===== config.mk =====
export PLATFORM = sky130hd
export DESIGN_NAME = ex_top
export DESIGN_NICKNAME = d
export VERILOG_FILES = /design/src/design/ex_pkg.sv /design/src/design/branch_unit.sv /design/src/design/ex_handshake.sv /design/src/design/ex_top.sv /design/src/design/inst_decoder.sv /design/src/design/int_alu.sv
export VERILOG_INCLUDE_DIRS = /design/src /design/src/design
export SDC_FILE = /design/constraint.sdc
export NUM_CORES = 2
export LEC_CHECK = 0
export BUFFER_PORTS_ARGS = -buffer_cell sky130_fd_sc_hd__buf_2
export CORE_MARGIN = 2
export CORE_UTILIZATION = 60
export DETAILED_ROUTE_END_ITERATION = 6
export GPL_TIMING_DRIVEN = 1
export PLACE_DENSITY = 0.86
export SYNTH_ARGS = -nofsm -noshare
export SYNTH_HDL_FRONTEND = slang
export SYNTH_HIERARCHICAL = 1
export SYNTH_SLANG_ARGS = --single-unit

===== constraint.sdc =====
create_clock -name clk -period 13.3 [get_ports clk]
set_clock_uncertainty 0.1 [all_clocks]
set_input_delay 0.665 -clock clk [delete_from_list [all_inputs] [get_ports clk]]
set_output_delay 0.665 -clock clk [all_outputs]
set_load 0.02 [all_outputs]

===== src/design/ex_config.svh =====
`ifndef EX_CONFIG_SVH
`define EX_CONFIG_SVH

// datapath and pc width
`define EX_XLEN 32

// instruction word width
`define EX_ILEN 32

`define EX_REG_AW 5 // x0..x31

`define EX_PC_STEP 4 // sequential fetch stride

`endif


===== src/design/ex_pkg.sv =====
`include "ex_config.svh"

package ex_pkg;

	typedef enum logic [6:0] {
		OP_IMM = 7'b0010011,
		OP     = 7'b0110011,
		BRANCH = 7'b1100011,
		JAL    = 7'b1101111,
		JALR   = 7'b1100111,
		LUI    = 7'b0110111,
		AUIPC  = 7'b0010111,
		FENCE  = 7'b0001111,
		NOP_OP = 7'b0000001
	} opcode_e;

	typedef enum logic [3:0] {
		ADD, SUB, SLL, SLT, SLTU, XOR, SRL, SRA,
		OR, AND, MUL, MULH, MULHSU, MULHU, PASS_B
	} alu_op_e;

	// one instruction word, seen through each encoding format
	typedef union packed {
		struct packed {
			logic [6:0] funct7;
			logic [4:0] rs2;
			logic [4:0] rs1;
			logic [2:0] funct3;
			logic [4:0] rd;
			logic [6:0] opcode;
		} r_fmt;
		struct packed {
			logic [11:0] imm12;
			logic [4:0]  rs1;
			logic [2:0]  funct3;
			logic [4:0]  rd;
			logic [6:0]  opcode;
		} i_fmt;
		struct packed {
			logic       imm12;   // sign bit
			logic [5:0] imm10_5;
			logic [4:0] rs2;
			logic [4:0] rs1;
			logic [2:0] funct3;
			logic [3:0] imm4_1;
			logic       imm11;
			logic [6:0] opcode;
		} b_fmt;
		struct packed {
			logic [`EX_ILEN-13:0] imm20; // upper immediate
			logic [4:0]           rd;
			logic [6:0]           opcode;
		} u_fmt;
		struct packed {
			logic       imm20;   // sign bit
			logic [9:0] imm10_1;
			logic       imm11;
			logic [7:0] imm19_12;
			logic [4:0] rd;
			logic [6:0] opcode;
		} j_fmt;
	} inst_u;

	typedef struct packed {
		inst_u               inst;
		logic [`EX_XLEN-1:0] pc;
		logic [`EX_XLEN-1:0] rs1_data;
		logic [`EX_XLEN-1:0] rs2_data;
	} ex_req_t;

	typedef struct packed {
		logic                  rd_we;
		logic [`EX_REG_AW-1:0] rd_addr;
		logic [`EX_XLEN-1:0]   rd_data;
		logic [`EX_XLEN-1:0]   pc_next;
		logic                  illegal;
	} ex_rsp_t;

	typedef struct packed {
		alu_op_e               alu_op;
		logic                  use_imm; // operand b from imm
		logic                  use_pc;  // operand a from pc
		logic [`EX_XLEN-1:0]   imm;
		logic                  is_branch;
		logic                  is_jal;
		logic                  is_jalr;
		logic                  rd_we;
		logic [`EX_REG_AW-1:0] rd_addr;
		logic                  illegal;
	} dec_t;

endpackage


===== src/design/branch_unit.sv =====
`timescale 1ns/1ps
`include "ex_config.svh"

module branch_unit (
	input  ex_pkg::dec_t        dec_i,
	input  logic [2:0]          funct3_i,   // branch condition select
	input  logic [`EX_XLEN-1:0] pc_i,
	input  logic [`EX_XLEN-1:0] rs1_i,
	input  logic [`EX_XLEN-1:0] rs2_i,
	output logic [`EX_XLEN-1:0] pc_next_o,
	output logic                link_en_o,  // jal / jalr write rd
	output logic [`EX_XLEN-1:0] link_data_o
);

	logic [`EX_XLEN-1:0] pc_plus4;
	logic [`EX_XLEN-1:0] base;
	logic [`EX_XLEN-1:0] target;
	logic eq;
	logic lt_s;
	logic lt_u;
	logic cond;
	logic taken;

	assign pc_plus4 = pc_i + `EX_PC_STEP;
	assign base = dec_i.is_jalr ? rs1_i : pc_i;
	assign target = base + dec_i.imm; // bit 0 kept as computed

	assign eq = (rs1_i == rs2_i);
	assign lt_s = $signed(rs1_i) < $signed(rs2_i);
	assign lt_u = rs1_i < rs2_i;

	always_comb begin
		case (funct3_i)
			3'b000:  cond = eq;    // beq
			3'b001:  cond = !eq;   // bne
			3'b100:  cond = lt_s;  // blt
			3'b101:  cond = !lt_s; // bge
			3'b110:  cond = lt_u;  // bltu
			3'b111:  cond = !lt_u; // bgeu
			default: cond = 1'b0;
		endcase
	end

	assign taken = dec_i.is_jal || dec_i.is_jalr || (dec_i.is_branch && cond);
	assign pc_next_o = taken ? target : pc_plus4;
	assign link_en_o = dec_i.is_jal || dec_i.is_jalr;
	assign link_data_o = pc_plus4; // return address

endmodule


===== src/design/ex_handshake.sv =====
`timescale 1ns/1ps
`include "ex_config.svh"

module ex_handshake (
	input  logic                clk,
	input  logic                reset_i,
	input  logic                req_i,
	input  ex_pkg::ex_req_t     req_data_i,
	output ex_pkg::ex_req_t     cap_o,        // captured request to datapath
	input  logic [`EX_XLEN-1:0] alu_result_i,
	input  logic [`EX_XLEN-1:0] pc_next_i,
	input  logic                link_en_i,
	input  logic [`EX_XLEN-1:0] link_data_i,
	input  ex_pkg::dec_t        dec_i,
	output logic                ack_o,
	output ex_pkg::ex_rsp_t     rsp_o
);

	typedef enum logic [1:0] {
		ST_IDLE,
		ST_BUSY, // datapath evaluating
		ST_ACK   // waiting for req to fall
	} state_e;

	state_e          state_q;
	ex_pkg::ex_req_t cap_q;
	ex_pkg::ex_rsp_t rsp_d;
	ex_pkg::ex_rsp_t rsp_q;

	always_comb begin
		rsp_d.rd_we = dec_i.rd_we && !dec_i.illegal;
		rsp_d.rd_addr = dec_i.rd_addr;
		rsp_d.rd_data = link_en_i ? link_data_i : alu_result_i; // link wins for jumps
		rsp_d.pc_next = pc_next_i;
		rsp_d.illegal = dec_i.illegal;
	end

	always_ff @(posedge clk) begin
		if (reset_i) begin
			state_q <= ST_IDLE;
			rsp_q <= '0;
		end else begin
			case (state_q)
				ST_IDLE: if (req_i) state_q <= ST_BUSY;
				ST_BUSY: begin
					rsp_q <= rsp_d;
					state_q <= ST_ACK;
				end
				ST_ACK: if (!req_i) state_q <= ST_IDLE; // four-phase return
				default: state_q <= ST_IDLE;
			endcase
		end
	end

	always_ff @(posedge clk) begin
		if ((state_q == ST_IDLE) && req_i) begin
			cap_q <= req_data_i; // held until next request
		end
	end

	assign cap_o = cap_q;
	assign ack_o = (state_q == ST_ACK);
	assign rsp_o = rsp_q;

endmodule


===== src/design/ex_top.sv =====
`timescale 1ns/1ps
`include "ex_config.svh"

module ex_top (
	input  logic            clk,
	input  logic            reset_i,
	input  logic            req_i,
	input  ex_pkg::ex_req_t req_data_i,
	output logic            ack_o,
	output ex_pkg::ex_rsp_t rsp_o
);

	ex_pkg::ex_req_t     cap;        // registered request
	ex_pkg::dec_t        dec;
	logic [`EX_XLEN-1:0] alu_result;
	logic [`EX_XLEN-1:0] pc_next;
	logic                link_en;
	logic [`EX_XLEN-1:0] link_data;

	ex_handshake ex_handshake_i (
		.clk          (clk),
		.reset_i      (reset_i),
		.req_i        (req_i),
		.req_data_i   (req_data_i),
		.cap_o        (cap),
		.alu_result_i (alu_result),
		.pc_next_i    (pc_next),
		.link_en_i    (link_en),
		.link_data_i  (link_data),
		.dec_i        (dec),
		.ack_o        (ack_o),
		.rsp_o        (rsp_o)
	);

	inst_decoder inst_decoder_i (
		.inst_i (cap.inst),
		.dec_o  (dec)
	);

	int_alu int_alu_i (
		.dec_i    (dec),
		.pc_i     (cap.pc),
		.rs1_i    (cap.rs1_data),
		.rs2_i    (cap.rs2_data),
		.result_o (alu_result)
	);

	branch_unit branch_unit_i (
		.dec_i       (dec),
		.funct3_i    (cap.inst.b_fmt.funct3),
		.pc_i        (cap.pc),
		.rs1_i       (cap.rs1_data),
		.rs2_i       (cap.rs2_data),
		.pc_next_o   (pc_next),
		.link_en_o   (link_en),
		.link_data_o (link_data)
	);

endmodule


===== src/design/inst_decoder.sv =====
`timescale 1ns/1ps
`include "ex_config.svh"

module inst_decoder (
	input  ex_pkg::inst_u inst_i, // instruction word
	output ex_pkg::dec_t  dec_o   // control for alu and branch unit
);

	logic [6:0] opcode;
	logic [2:0] funct3;
	logic [6:0] funct7;
	logic [`EX_XLEN-1:0] imm_i;
	logic [`EX_XLEN-1:0] imm_b;
	logic [`EX_XLEN-1:0] imm_u;
	logic [`EX_XLEN-1:0] imm_j;

	assign opcode = inst_i.r_fmt.opcode;
	assign funct3 = inst_i.r_fmt.funct3;
	assign funct7 = inst_i.r_fmt.funct7;

	assign imm_i = {{(`EX_XLEN-12){inst_i.i_fmt.imm12[11]}}, inst_i.i_fmt.imm12}; // addi, jalr
	assign imm_b = {{(`EX_XLEN-12){inst_i.b_fmt.imm12}}, inst_i.b_fmt.imm11,
		inst_i.b_fmt.imm10_5, inst_i.b_fmt.imm4_1, 1'b0};
	assign imm_u = {inst_i.u_fmt.imm20, 12'h000}; // lui, auipc
	assign imm_j = {{(`EX_XLEN-20){inst_i.j_fmt.imm20}}, inst_i.j_fmt.imm19_12,
		inst_i.j_fmt.imm11, inst_i.j_fmt.imm10_1, 1'b0};

	always_comb begin
		dec_o = '0;
		dec_o.alu_op = ex_pkg::ADD;
		dec_o.rd_addr = inst_i.r_fmt.rd;
		case (opcode)
			ex_pkg::OP_IMM: begin
				dec_o.use_imm = 1'b1;
				dec_o.imm = imm_i;
				dec_o.rd_we = 1'b1;
				case (funct3)
					3'b000: dec_o.alu_op = ex_pkg::ADD;
					3'b010: dec_o.alu_op = ex_pkg::SLT;
					3'b011: dec_o.alu_op = ex_pkg::SLTU;
					3'b100: dec_o.alu_op = ex_pkg::XOR;
					3'b110: dec_o.alu_op = ex_pkg::OR;
					3'b111: dec_o.alu_op = ex_pkg::AND;
					3'b001: begin
						dec_o.alu_op = ex_pkg::SLL;
						dec_o.illegal = (funct7 != 7'b0000000);
					end
					default: begin // srli / srai
						dec_o.alu_op = inst_i.r_fmt.funct7[5] ? ex_pkg::SRA : ex_pkg::SRL;
						dec_o.illegal = (funct7 != 7'b0000000) && (funct7 != 7'b0100000);
					end
				endcase
			end
			ex_pkg::OP: begin
				dec_o.rd_we = 1'b1;
				case (funct7)
					7'b0000000: begin
						case (funct3)
							3'b000: dec_o.alu_op = ex_pkg::ADD;
							3'b001: dec_o.alu_op = ex_pkg::SLL;
							3'b010: dec_o.alu_op = ex_pkg::SLT;
							3'b011: dec_o.alu_op = ex_pkg::SLTU;
							3'b100: dec_o.alu_op = ex_pkg::XOR;
							3'b101: dec_o.alu_op = ex_pkg::SRL;
							3'b110: dec_o.alu_op = ex_pkg::OR;
							default: dec_o.alu_op = ex_pkg::AND;
						endcase
					end
					7'b0100000: begin
						case (funct3)
							3'b000: dec_o.alu_op = ex_pkg::SUB;
							3'b101: dec_o.alu_op = ex_pkg::SRA;
							default: dec_o.illegal = 1'b1;
						endcase
					end
					7'b0000001: begin
						case (funct3)
							3'b000: dec_o.alu_op = ex_pkg::MUL;
							3'b001: dec_o.alu_op = ex_pkg::MULH;
							3'b010: dec_o.alu_op = ex_pkg::MULHSU;
							3'b011: dec_o.alu_op = ex_pkg::MULHU;
							default: dec_o.illegal = 1'b1; // no divider
						endcase
					end
					default: dec_o.illegal = 1'b1;
				endcase
			end
			ex_pkg::BRANCH: begin
				dec_o.is_branch = 1'b1;
				dec_o.imm = imm_b;
				dec_o.illegal = (funct3 == 3'b010) || (funct3 == 3'b011);
			end
			ex_pkg::JAL: begin
				dec_o.is_jal = 1'b1;
				dec_o.imm = imm_j;
				dec_o.rd_we = 1'b1;
			end
			ex_pkg::JALR: begin
				dec_o.is_jalr = 1'b1;
				dec_o.imm = imm_i;
				dec_o.rd_we = 1'b1;
				dec_o.illegal = (funct3 != 3'b000);
			end
			ex_pkg::LUI: begin
				dec_o.alu_op = ex_pkg::PASS_B;
				dec_o.use_imm = 1'b1;
				dec_o.imm = imm_u;
				dec_o.rd_we = 1'b1;
			end
			ex_pkg::AUIPC: begin
				dec_o.use_pc = 1'b1;
				dec_o.use_imm = 1'b1;
				dec_o.imm = imm_u;
				dec_o.rd_we = 1'b1;
			end
			ex_pkg::FENCE, ex_pkg::NOP_OP: ; // pc advance only
			default: dec_o.illegal = 1'b1; // loads, stores, system and the rest
		endcase
		if (dec_o.illegal) begin
			dec_o.rd_we = 1'b0;
			dec_o.is_branch = 1'b0;
			dec_o.is_jal = 1'b0;
			dec_o.is_jalr = 1'b0;
		end
		if (!dec_o.rd_we) begin
			dec_o.rd_addr = '0; // no destination
		end
	end

endmodule


===== src/design/int_alu.sv =====
`timescale 1ns/1ps
`include "ex_config.svh"

module int_alu (
	input  ex_pkg::dec_t        dec_i,   // decoded control
	input  logic [`EX_XLEN-1:0] pc_i,
	input  logic [`EX_XLEN-1:0] rs1_i,
	input  logic [`EX_XLEN-1:0] rs2_i,
	output logic [`EX_XLEN-1:0] result_o // register write data
);

	logic [`EX_XLEN-1:0] op_a;
	logic [`EX_XLEN-1:0] op_b;
	logic [4:0] shamt;
	logic sign_a;
	logic sign_b;
	logic signed [`EX_XLEN:0] mul_a;
	logic signed [`EX_XLEN:0] mul_b;
	logic signed [2*`EX_XLEN+1:0] mul_res;
	logic lt_s;
	logic lt_u;

	assign op_a = dec_i.use_pc ? pc_i : rs1_i; // auipc takes pc
	assign op_b = dec_i.use_imm ? dec_i.imm : rs2_i;
	assign shamt = op_b[4:0];

	// sign extension of the 33-bit multiplier inputs per variant
	assign sign_a = (dec_i.alu_op == ex_pkg::MUL) || (dec_i.alu_op == ex_pkg::MULH) ||
		(dec_i.alu_op == ex_pkg::MULHSU);
	assign sign_b = (dec_i.alu_op == ex_pkg::MUL) || (dec_i.alu_op == ex_pkg::MULH);
	assign mul_a = {sign_a & op_a[`EX_XLEN-1], op_a};
	assign mul_b = {sign_b & op_b[`EX_XLEN-1], op_b};
	assign mul_res = (2*`EX_XLEN+2)'(mul_a) * (2*`EX_XLEN+2)'(mul_b); // one shared signed multiplier

	assign lt_s = $signed(op_a) < $signed(op_b);
	assign lt_u = op_a < op_b;

	always_comb begin
		case (dec_i.alu_op)
			ex_pkg::ADD:    result_o = op_a + op_b;
			ex_pkg::SUB:    result_o = op_a - op_b;
			ex_pkg::SLL:    result_o = op_a << shamt;
			ex_pkg::SLT:    result_o = {{(`EX_XLEN-1){1'b0}}, lt_s};
			ex_pkg::SLTU:   result_o = {{(`EX_XLEN-1){1'b0}}, lt_u};
			ex_pkg::XOR:    result_o = op_a ^ op_b;
			ex_pkg::SRL:    result_o = op_a >> shamt;
			ex_pkg::SRA:    result_o = $signed(op_a) >>> shamt; // sign fill
			ex_pkg::OR:     result_o = op_a | op_b;
			ex_pkg::AND:    result_o = op_a & op_b;
			ex_pkg::MUL:    result_o = mul_res[`EX_XLEN-1:0];
			ex_pkg::MULH,
			ex_pkg::MULHSU,
			ex_pkg::MULHU:  result_o = mul_res[2*`EX_XLEN-1:`EX_XLEN]; // upper half
			ex_pkg::PASS_B: result_o = op_b; // lui
			default:        result_o = '0;
		endcase
	end

endmodule


* Word level (Yosys, flattened, before mapping)
Cells that the tools add are included. Widths: inputs -> output; s select.
Word-level totals: register bits 201, bits of input ports 131, output and inout port bits 72, logic and storage cells 125
Cells by class: add/sub/neg operators 4, $mul 1, magnitude comparators 4, eq/ne operators 38, shifts and indexed selects 3, mux-type cells 31, bitwise gates (word level) 5, reduce and logical (&&, ||, !) cells 29
Operator list (number):
- $pmux 32 s13 | 1
- $mux 32 | 5
- $lt 32x32->1 | 4
- $pmux 32 s4 | 1
- $add 32x32->32 | 2
- $mul 33x33->64 | 1
- $pmux 4 s7 | 2
- $add 32x3->32 const B | 1
- $and 32x32->32 | 1
- $eq 32x32->1 | 1
- $or 32x32->32 | 1
- $shl 32x5->32 | 1
- $shr 32x5->32 | 1
- $sshr 32x5->32 | 1
- $sub 32x32->32 | 1
- $xor 32x32->32 | 1
- $eq 4x4->1 const B | 7
- $pmux 4 s3 | 2
- $eq 7x6->1 const B | 3
- $eq 7x7->1 const B | 3
- $eq 4x3->1 const B | 4
- $pmux 4 s4 | 1
- $eq 7x1->1 const B | 2
- $eq 7x5->1 const B | 2
- other kinds (36) | 66

* Depth between registers and ports, before layout
depth after elaboration 11, gate-level depth with buffers 41

* By module
Netlist, hierarchy kept.
By module, submodules not included:
- int_alu | times used 1, cells an instance 5772, area each 47340.4 sq um, seq. area each 0.0 sq um
- ex_handshake | times used 1, cells an instance 449, area each 6692.7 sq um, seq. area each 5305.1 sq um
- branch_unit | times used 1, cells an instance 489, area each 3797.4 sq um, seq. area each 0.0 sq um
- inst_decoder | times used 1, cells an instance 151, area each 980.9 sq um, seq. area each 0.0 sq um

* Least setup slack after synthesis
No wires, ideal clock.
kind flip-flop to flip-flop, from reg ex_handshake_i.cap_q (netlist bit ex_handshake_i/cap_o[102]), to reg ex_handshake_i.rsp_q (netlist bit ex_handshake_i/rsp_o[58]), library setup time 0.086 ns, data arrival time 10.616 ns, data required time 13.114 ns, path slack 2.498 ns, cell stages (with the launch flop) 41, buffers on the path 7, cell sequence edfxtp_1 > clkbuf_1 > or2b_2 > nor3_1 > nand2b_1 > buf_6 > mux2i_4 > buf_2 > buf_2 > buf_1 > buf_2 > nor2_1 > nand2_1 > inv_1 > fa_1 > inv_1 > fa_1 > inv_1 > (+5 left out) > fa_1 > fa_1 > inv_1 > fa_1 > inv_1 > ha_1 > clkbuf_1 > a21o_1 > a21o_1 > a21oi_1 > nand2_1 > nor3b_1 > a21oi_1 > a21oi_1 > mux2_2 > o221ai_1 > mux2i_1 > a211oi_1
RTL lines:
- start, declared | line ex_handshake.sv:26 | ex_pkg::ex_req_t cap_q;
- start signal, assigned | line ex_handshake.sv:57 | cap_q <= req_data_i;
- end signal, assigned | line ex_handshake.sv:46 | rsp_q <= rsp_d;
- end, declared | line ex_handshake.sv:28 | ex_pkg::ex_rsp_t rsp_q;

==> metrics.csv <==
stage;metric;value;unit
outcome;status;complete, but fails checks;
outcome;violations;DRC;
layout;fin_nets;8493;
global_route;grt_pass1_vias;56100;
detailed_routing;vias;53500;
placed_design;dpl.hpwl;205000;um
sta;finalSetupViolCount;0;
setup_path;critPathKind;flop to flop;
layout;fill_cells;7686;
worst_hold_path;hold_class;input pin to flop;
placed_design;place_congestion;1.11;
yosys;synth_cell_types;117;
yosys;synth-seq-cells;201;
layout;final_layout_size_suffix_gt1_share;8.79;%
floorplan;die_height;317;um
yosys;synth.largest_area_cell;fa_1;
flow_run;maxCapViolCount;0;
setup_path;cp-start-kind;flop;
detailed_routing;wl_per_cell;31.2;um
detailed_routing;viasPerCell;6.56;
clocking;clock_latency;0.52;ns
clocking;clkSinkCount;201;
clocking;cts_buffer_depth;3;
global_route;grt_overflow;0;
yosys;avgSynthCellArea;8.57;um^2
detailed_routing;drtIter0Drc;6998;
sta;fin_setup_tns;0;ns
setup_path;cpMostUsedCell;fa_1;
global_route;grt_pass1_wl;369000;um
yosys;ys_top_cells_by_area;fa_1 (38%), inv_1 (8.5%), ha_1 (7.9%);
setup_path;worstReg2RegStart;ex_handshake_i/cap_o[101];
floorplan;pin_count;203;
setup_path;endpoint_kind;flop;
yosys;syn_area;58800;um^2
setup_path;cpPeakStageDelay;0.93;ns
floorplan;dieArea;101000;um^2
setup_path;critPathRequiredTime;13.63;ns
sta;finalHoldViolCount;0;
clocking;hold_buffers;0;
worst_hold_path;whs_path_depth;1;
yosys;synth_warnings;6;
sta;rsz0062_at_grt;no;
setup_path;ff2ff_path_depth;33;
setup_path;crit_arrival;12.99;ns
clocking;cts_buffers;21;
clocking;cts_root_buf;clkbuf_16;
worst_hold_path;hp-start;req_data_i[86];
setup_path;r2r_slack;0.64;ns
clocking;cts_tree;yes;
detailed_routing;dr.pass1.iters;7;
setup_path;critPathSlowestCell;o31ai_1;
yosys;syn_inst;6861;
global_route;grt_max_degree;90;
worst_hold_path;whs_endpoint;ex_handshake_i/cap_o[86];
floorplan;rows;114;
yosys;async_reset_ff_share;0;%
global_route;grt_usage;51.1;%
sta;fin_crit_sh;95.2;%
detailed_routing;antenna_left;0;
sta;period_minus_slack;12.66;ns
yosys;syn_nets;8493;
setup_path;cp_max_fo;33;
detailed_routing;drc;1;
yosys;synth_ff_type;edfxtp_1;
layout;syn2layout_area_growth;5.20;%
setup_path;critPathLaunch;ex_handshake_i/cap_o[101];
floorplan;die_w;317;um
clocking;post_cts_resized;0;
yosys;yosysSeqAreaShare;9.02;%
global_route;antenna_found_initial;13;
placed_design;io_buffers;202;
yosys;synth_edf_count;128;
clocking;path_clk_slew;0.07;ns
sta;tightestPinTransition;1.34;ns
sta;clock.fmax;0.0790;GHz
sta;finalMaxSlewViolations;0;
floorplan;core_area;96900;um^2
floorplan;start_util;60.7;%
sta;relSlewSlack;9.86;%
clocking;postCtsSetupBuffers;0;
clocking;h-tree-depth;1;
detailed_routing;wl;255000;um
yosys;synth_top_area_share;38.4;%
setup_path;r2r_end;ex_handshake_i/rsp_o[60];
-- sequential cells by signal, summed over array words and instances, names as in the netlist --
signal	count
ex_handshake_i/state_q	2
ex_handshake_i/cap_o	128
ex_handshake_i/rsp_o	71
-- cell usage in the layout, fill, tap and decap left out, drive strengths merged, types with 27 or more instances in the layout --
master and count:
fa 1128, and3 28, buf 379, a211oi 83, a31oi 33, xnor2 105
and2 29, a21oi 280, a21o 87, ha 373, nor2 556, nand4 34
edfxtp 128, o21ai 189, inv 1353, o22ai 27, dfxtp 73, nand2 1069
mux2 67, mux2i 186, o211ai 59, nand3 63, nor3 50, xor2 48
-- Yosys cell counts (25+ instances only) --
library cell,number
and2_1,28
o211ai_1,57
mux2_4,28
nand4_1,33
xor2_1,48
nor2_1,556
buf_2,45
mux2i_1,168
fa_1,1128
edfxtp_1,128
a21o_1,86
a211oi_1,81
buf_1,37
o21ai_0,175
a21oi_1,278
and3_1,27
a221oi_1,25
inv_1,1326
o22ai_1,27
nand3_1,62
dfxtp_1,73
a31oi_1,31
nand2_1,1069
nor3_1,50
xnor2_1,105
ha_1,373
nand2b_1,26
mux2_2,39
clkbuf_1,285
-- metal layers --
layer | up-vias | GRT usage (%) | routed length [um]
met3 | 1310 | 18.8 | 34900
li1 | 21600 | - | -
met4 | 10 | 37.2 | 23600
met1 | 26300 | 61.7 | 88600
met2 | 4284 | 75.1 | 108000
met5 | - | 0 | 70
-- worst max-delay path by stage --
| stage | slack (ns) | end | depth (start not counted) |
|---|---|---|---|
| finish | 0.64 | ex_handshake_i/rsp_o[60] | 33 |
| global route | 0.25 | ex_handshake_i/rsp_o[56] | 33 |
| CTS | 1.0 | ex_handshake_i/rsp_o[56] | 33 |
| detailed placement | 1.08 | ex_handshake_i/rsp_o[56] | 32 |
| global placement | 0.73 | ex_handshake_i/rsp_o[60] | 31 |
| floorplan | 2.50 | ex_handshake_i/rsp_o[58] | 40 |
-- per-stage QoR --
stage / utilization [%] / instances / setup slack (ns) / hold slack [ns] / cell area [um^2]
final: 63.9 / 8157 / 0.643 / 0.218 / 61900
after global routing: 63.9 / 8152 / 0.252 / 0.208 / 61900
after CTS: 63.9 / 8151 / 0.996 / 0.215 / 61900
after detailed placement: 63.2 / 8114 / 1.08 / 0.345 / 61200
after global placement: 63.1 / 8113 / 0.729 / 0.341 / 61100
after floorplan: - / 6861 / 2.50 / 0.428 / 58800
-- kinds of logic after synthesis --
logic type               after synthesis  synth area share, %
flip-flops                           201                 9.02
buffers and inverters               1762                 11.7
adder cells (fa/ha/maj)             1501                 46.3
AND/OR/NAND/NOR                     1963                 14.0
XOR/XNOR                             154                 2.32
AO/OA/AOI/OAI                       1025                 11.7
multiplexers                         255                 4.95
-- worst max-delay path, delay by kind of cell, from the launching register on --
family          cells  cell delay [ns]
flops               1             0.61
mux                 3             0.67
buf+inv             7             2.08
simple gates        7             1.44
compound gates      6             2.56
fa+ha+maj          10             5.02
-- final cells by class --
| class | count | area, um^2 | area share (%) |
|---|---|---|---|
| diodes | 6 | 15.0 | 0.0243 |
| inverters | 1359 | 5110 | 8.25 |
| clock buffers | 25 | 541 | 0.874 |
| multi-input cells | 4898 | 46800 | 75.6 |
| clock inverters | 12 | 151 | 0.245 |
| well taps | 1276 | 1600 | 2.58 |
| flip-flops and latches | 201 | 5310 | 8.57 |
| repair buffers | 380 | 2370 | 3.84 |
Power is left out: the tool's default activity adds up to more than one toggle a clock period on the data nets, which glitch-free logic cannot reach.
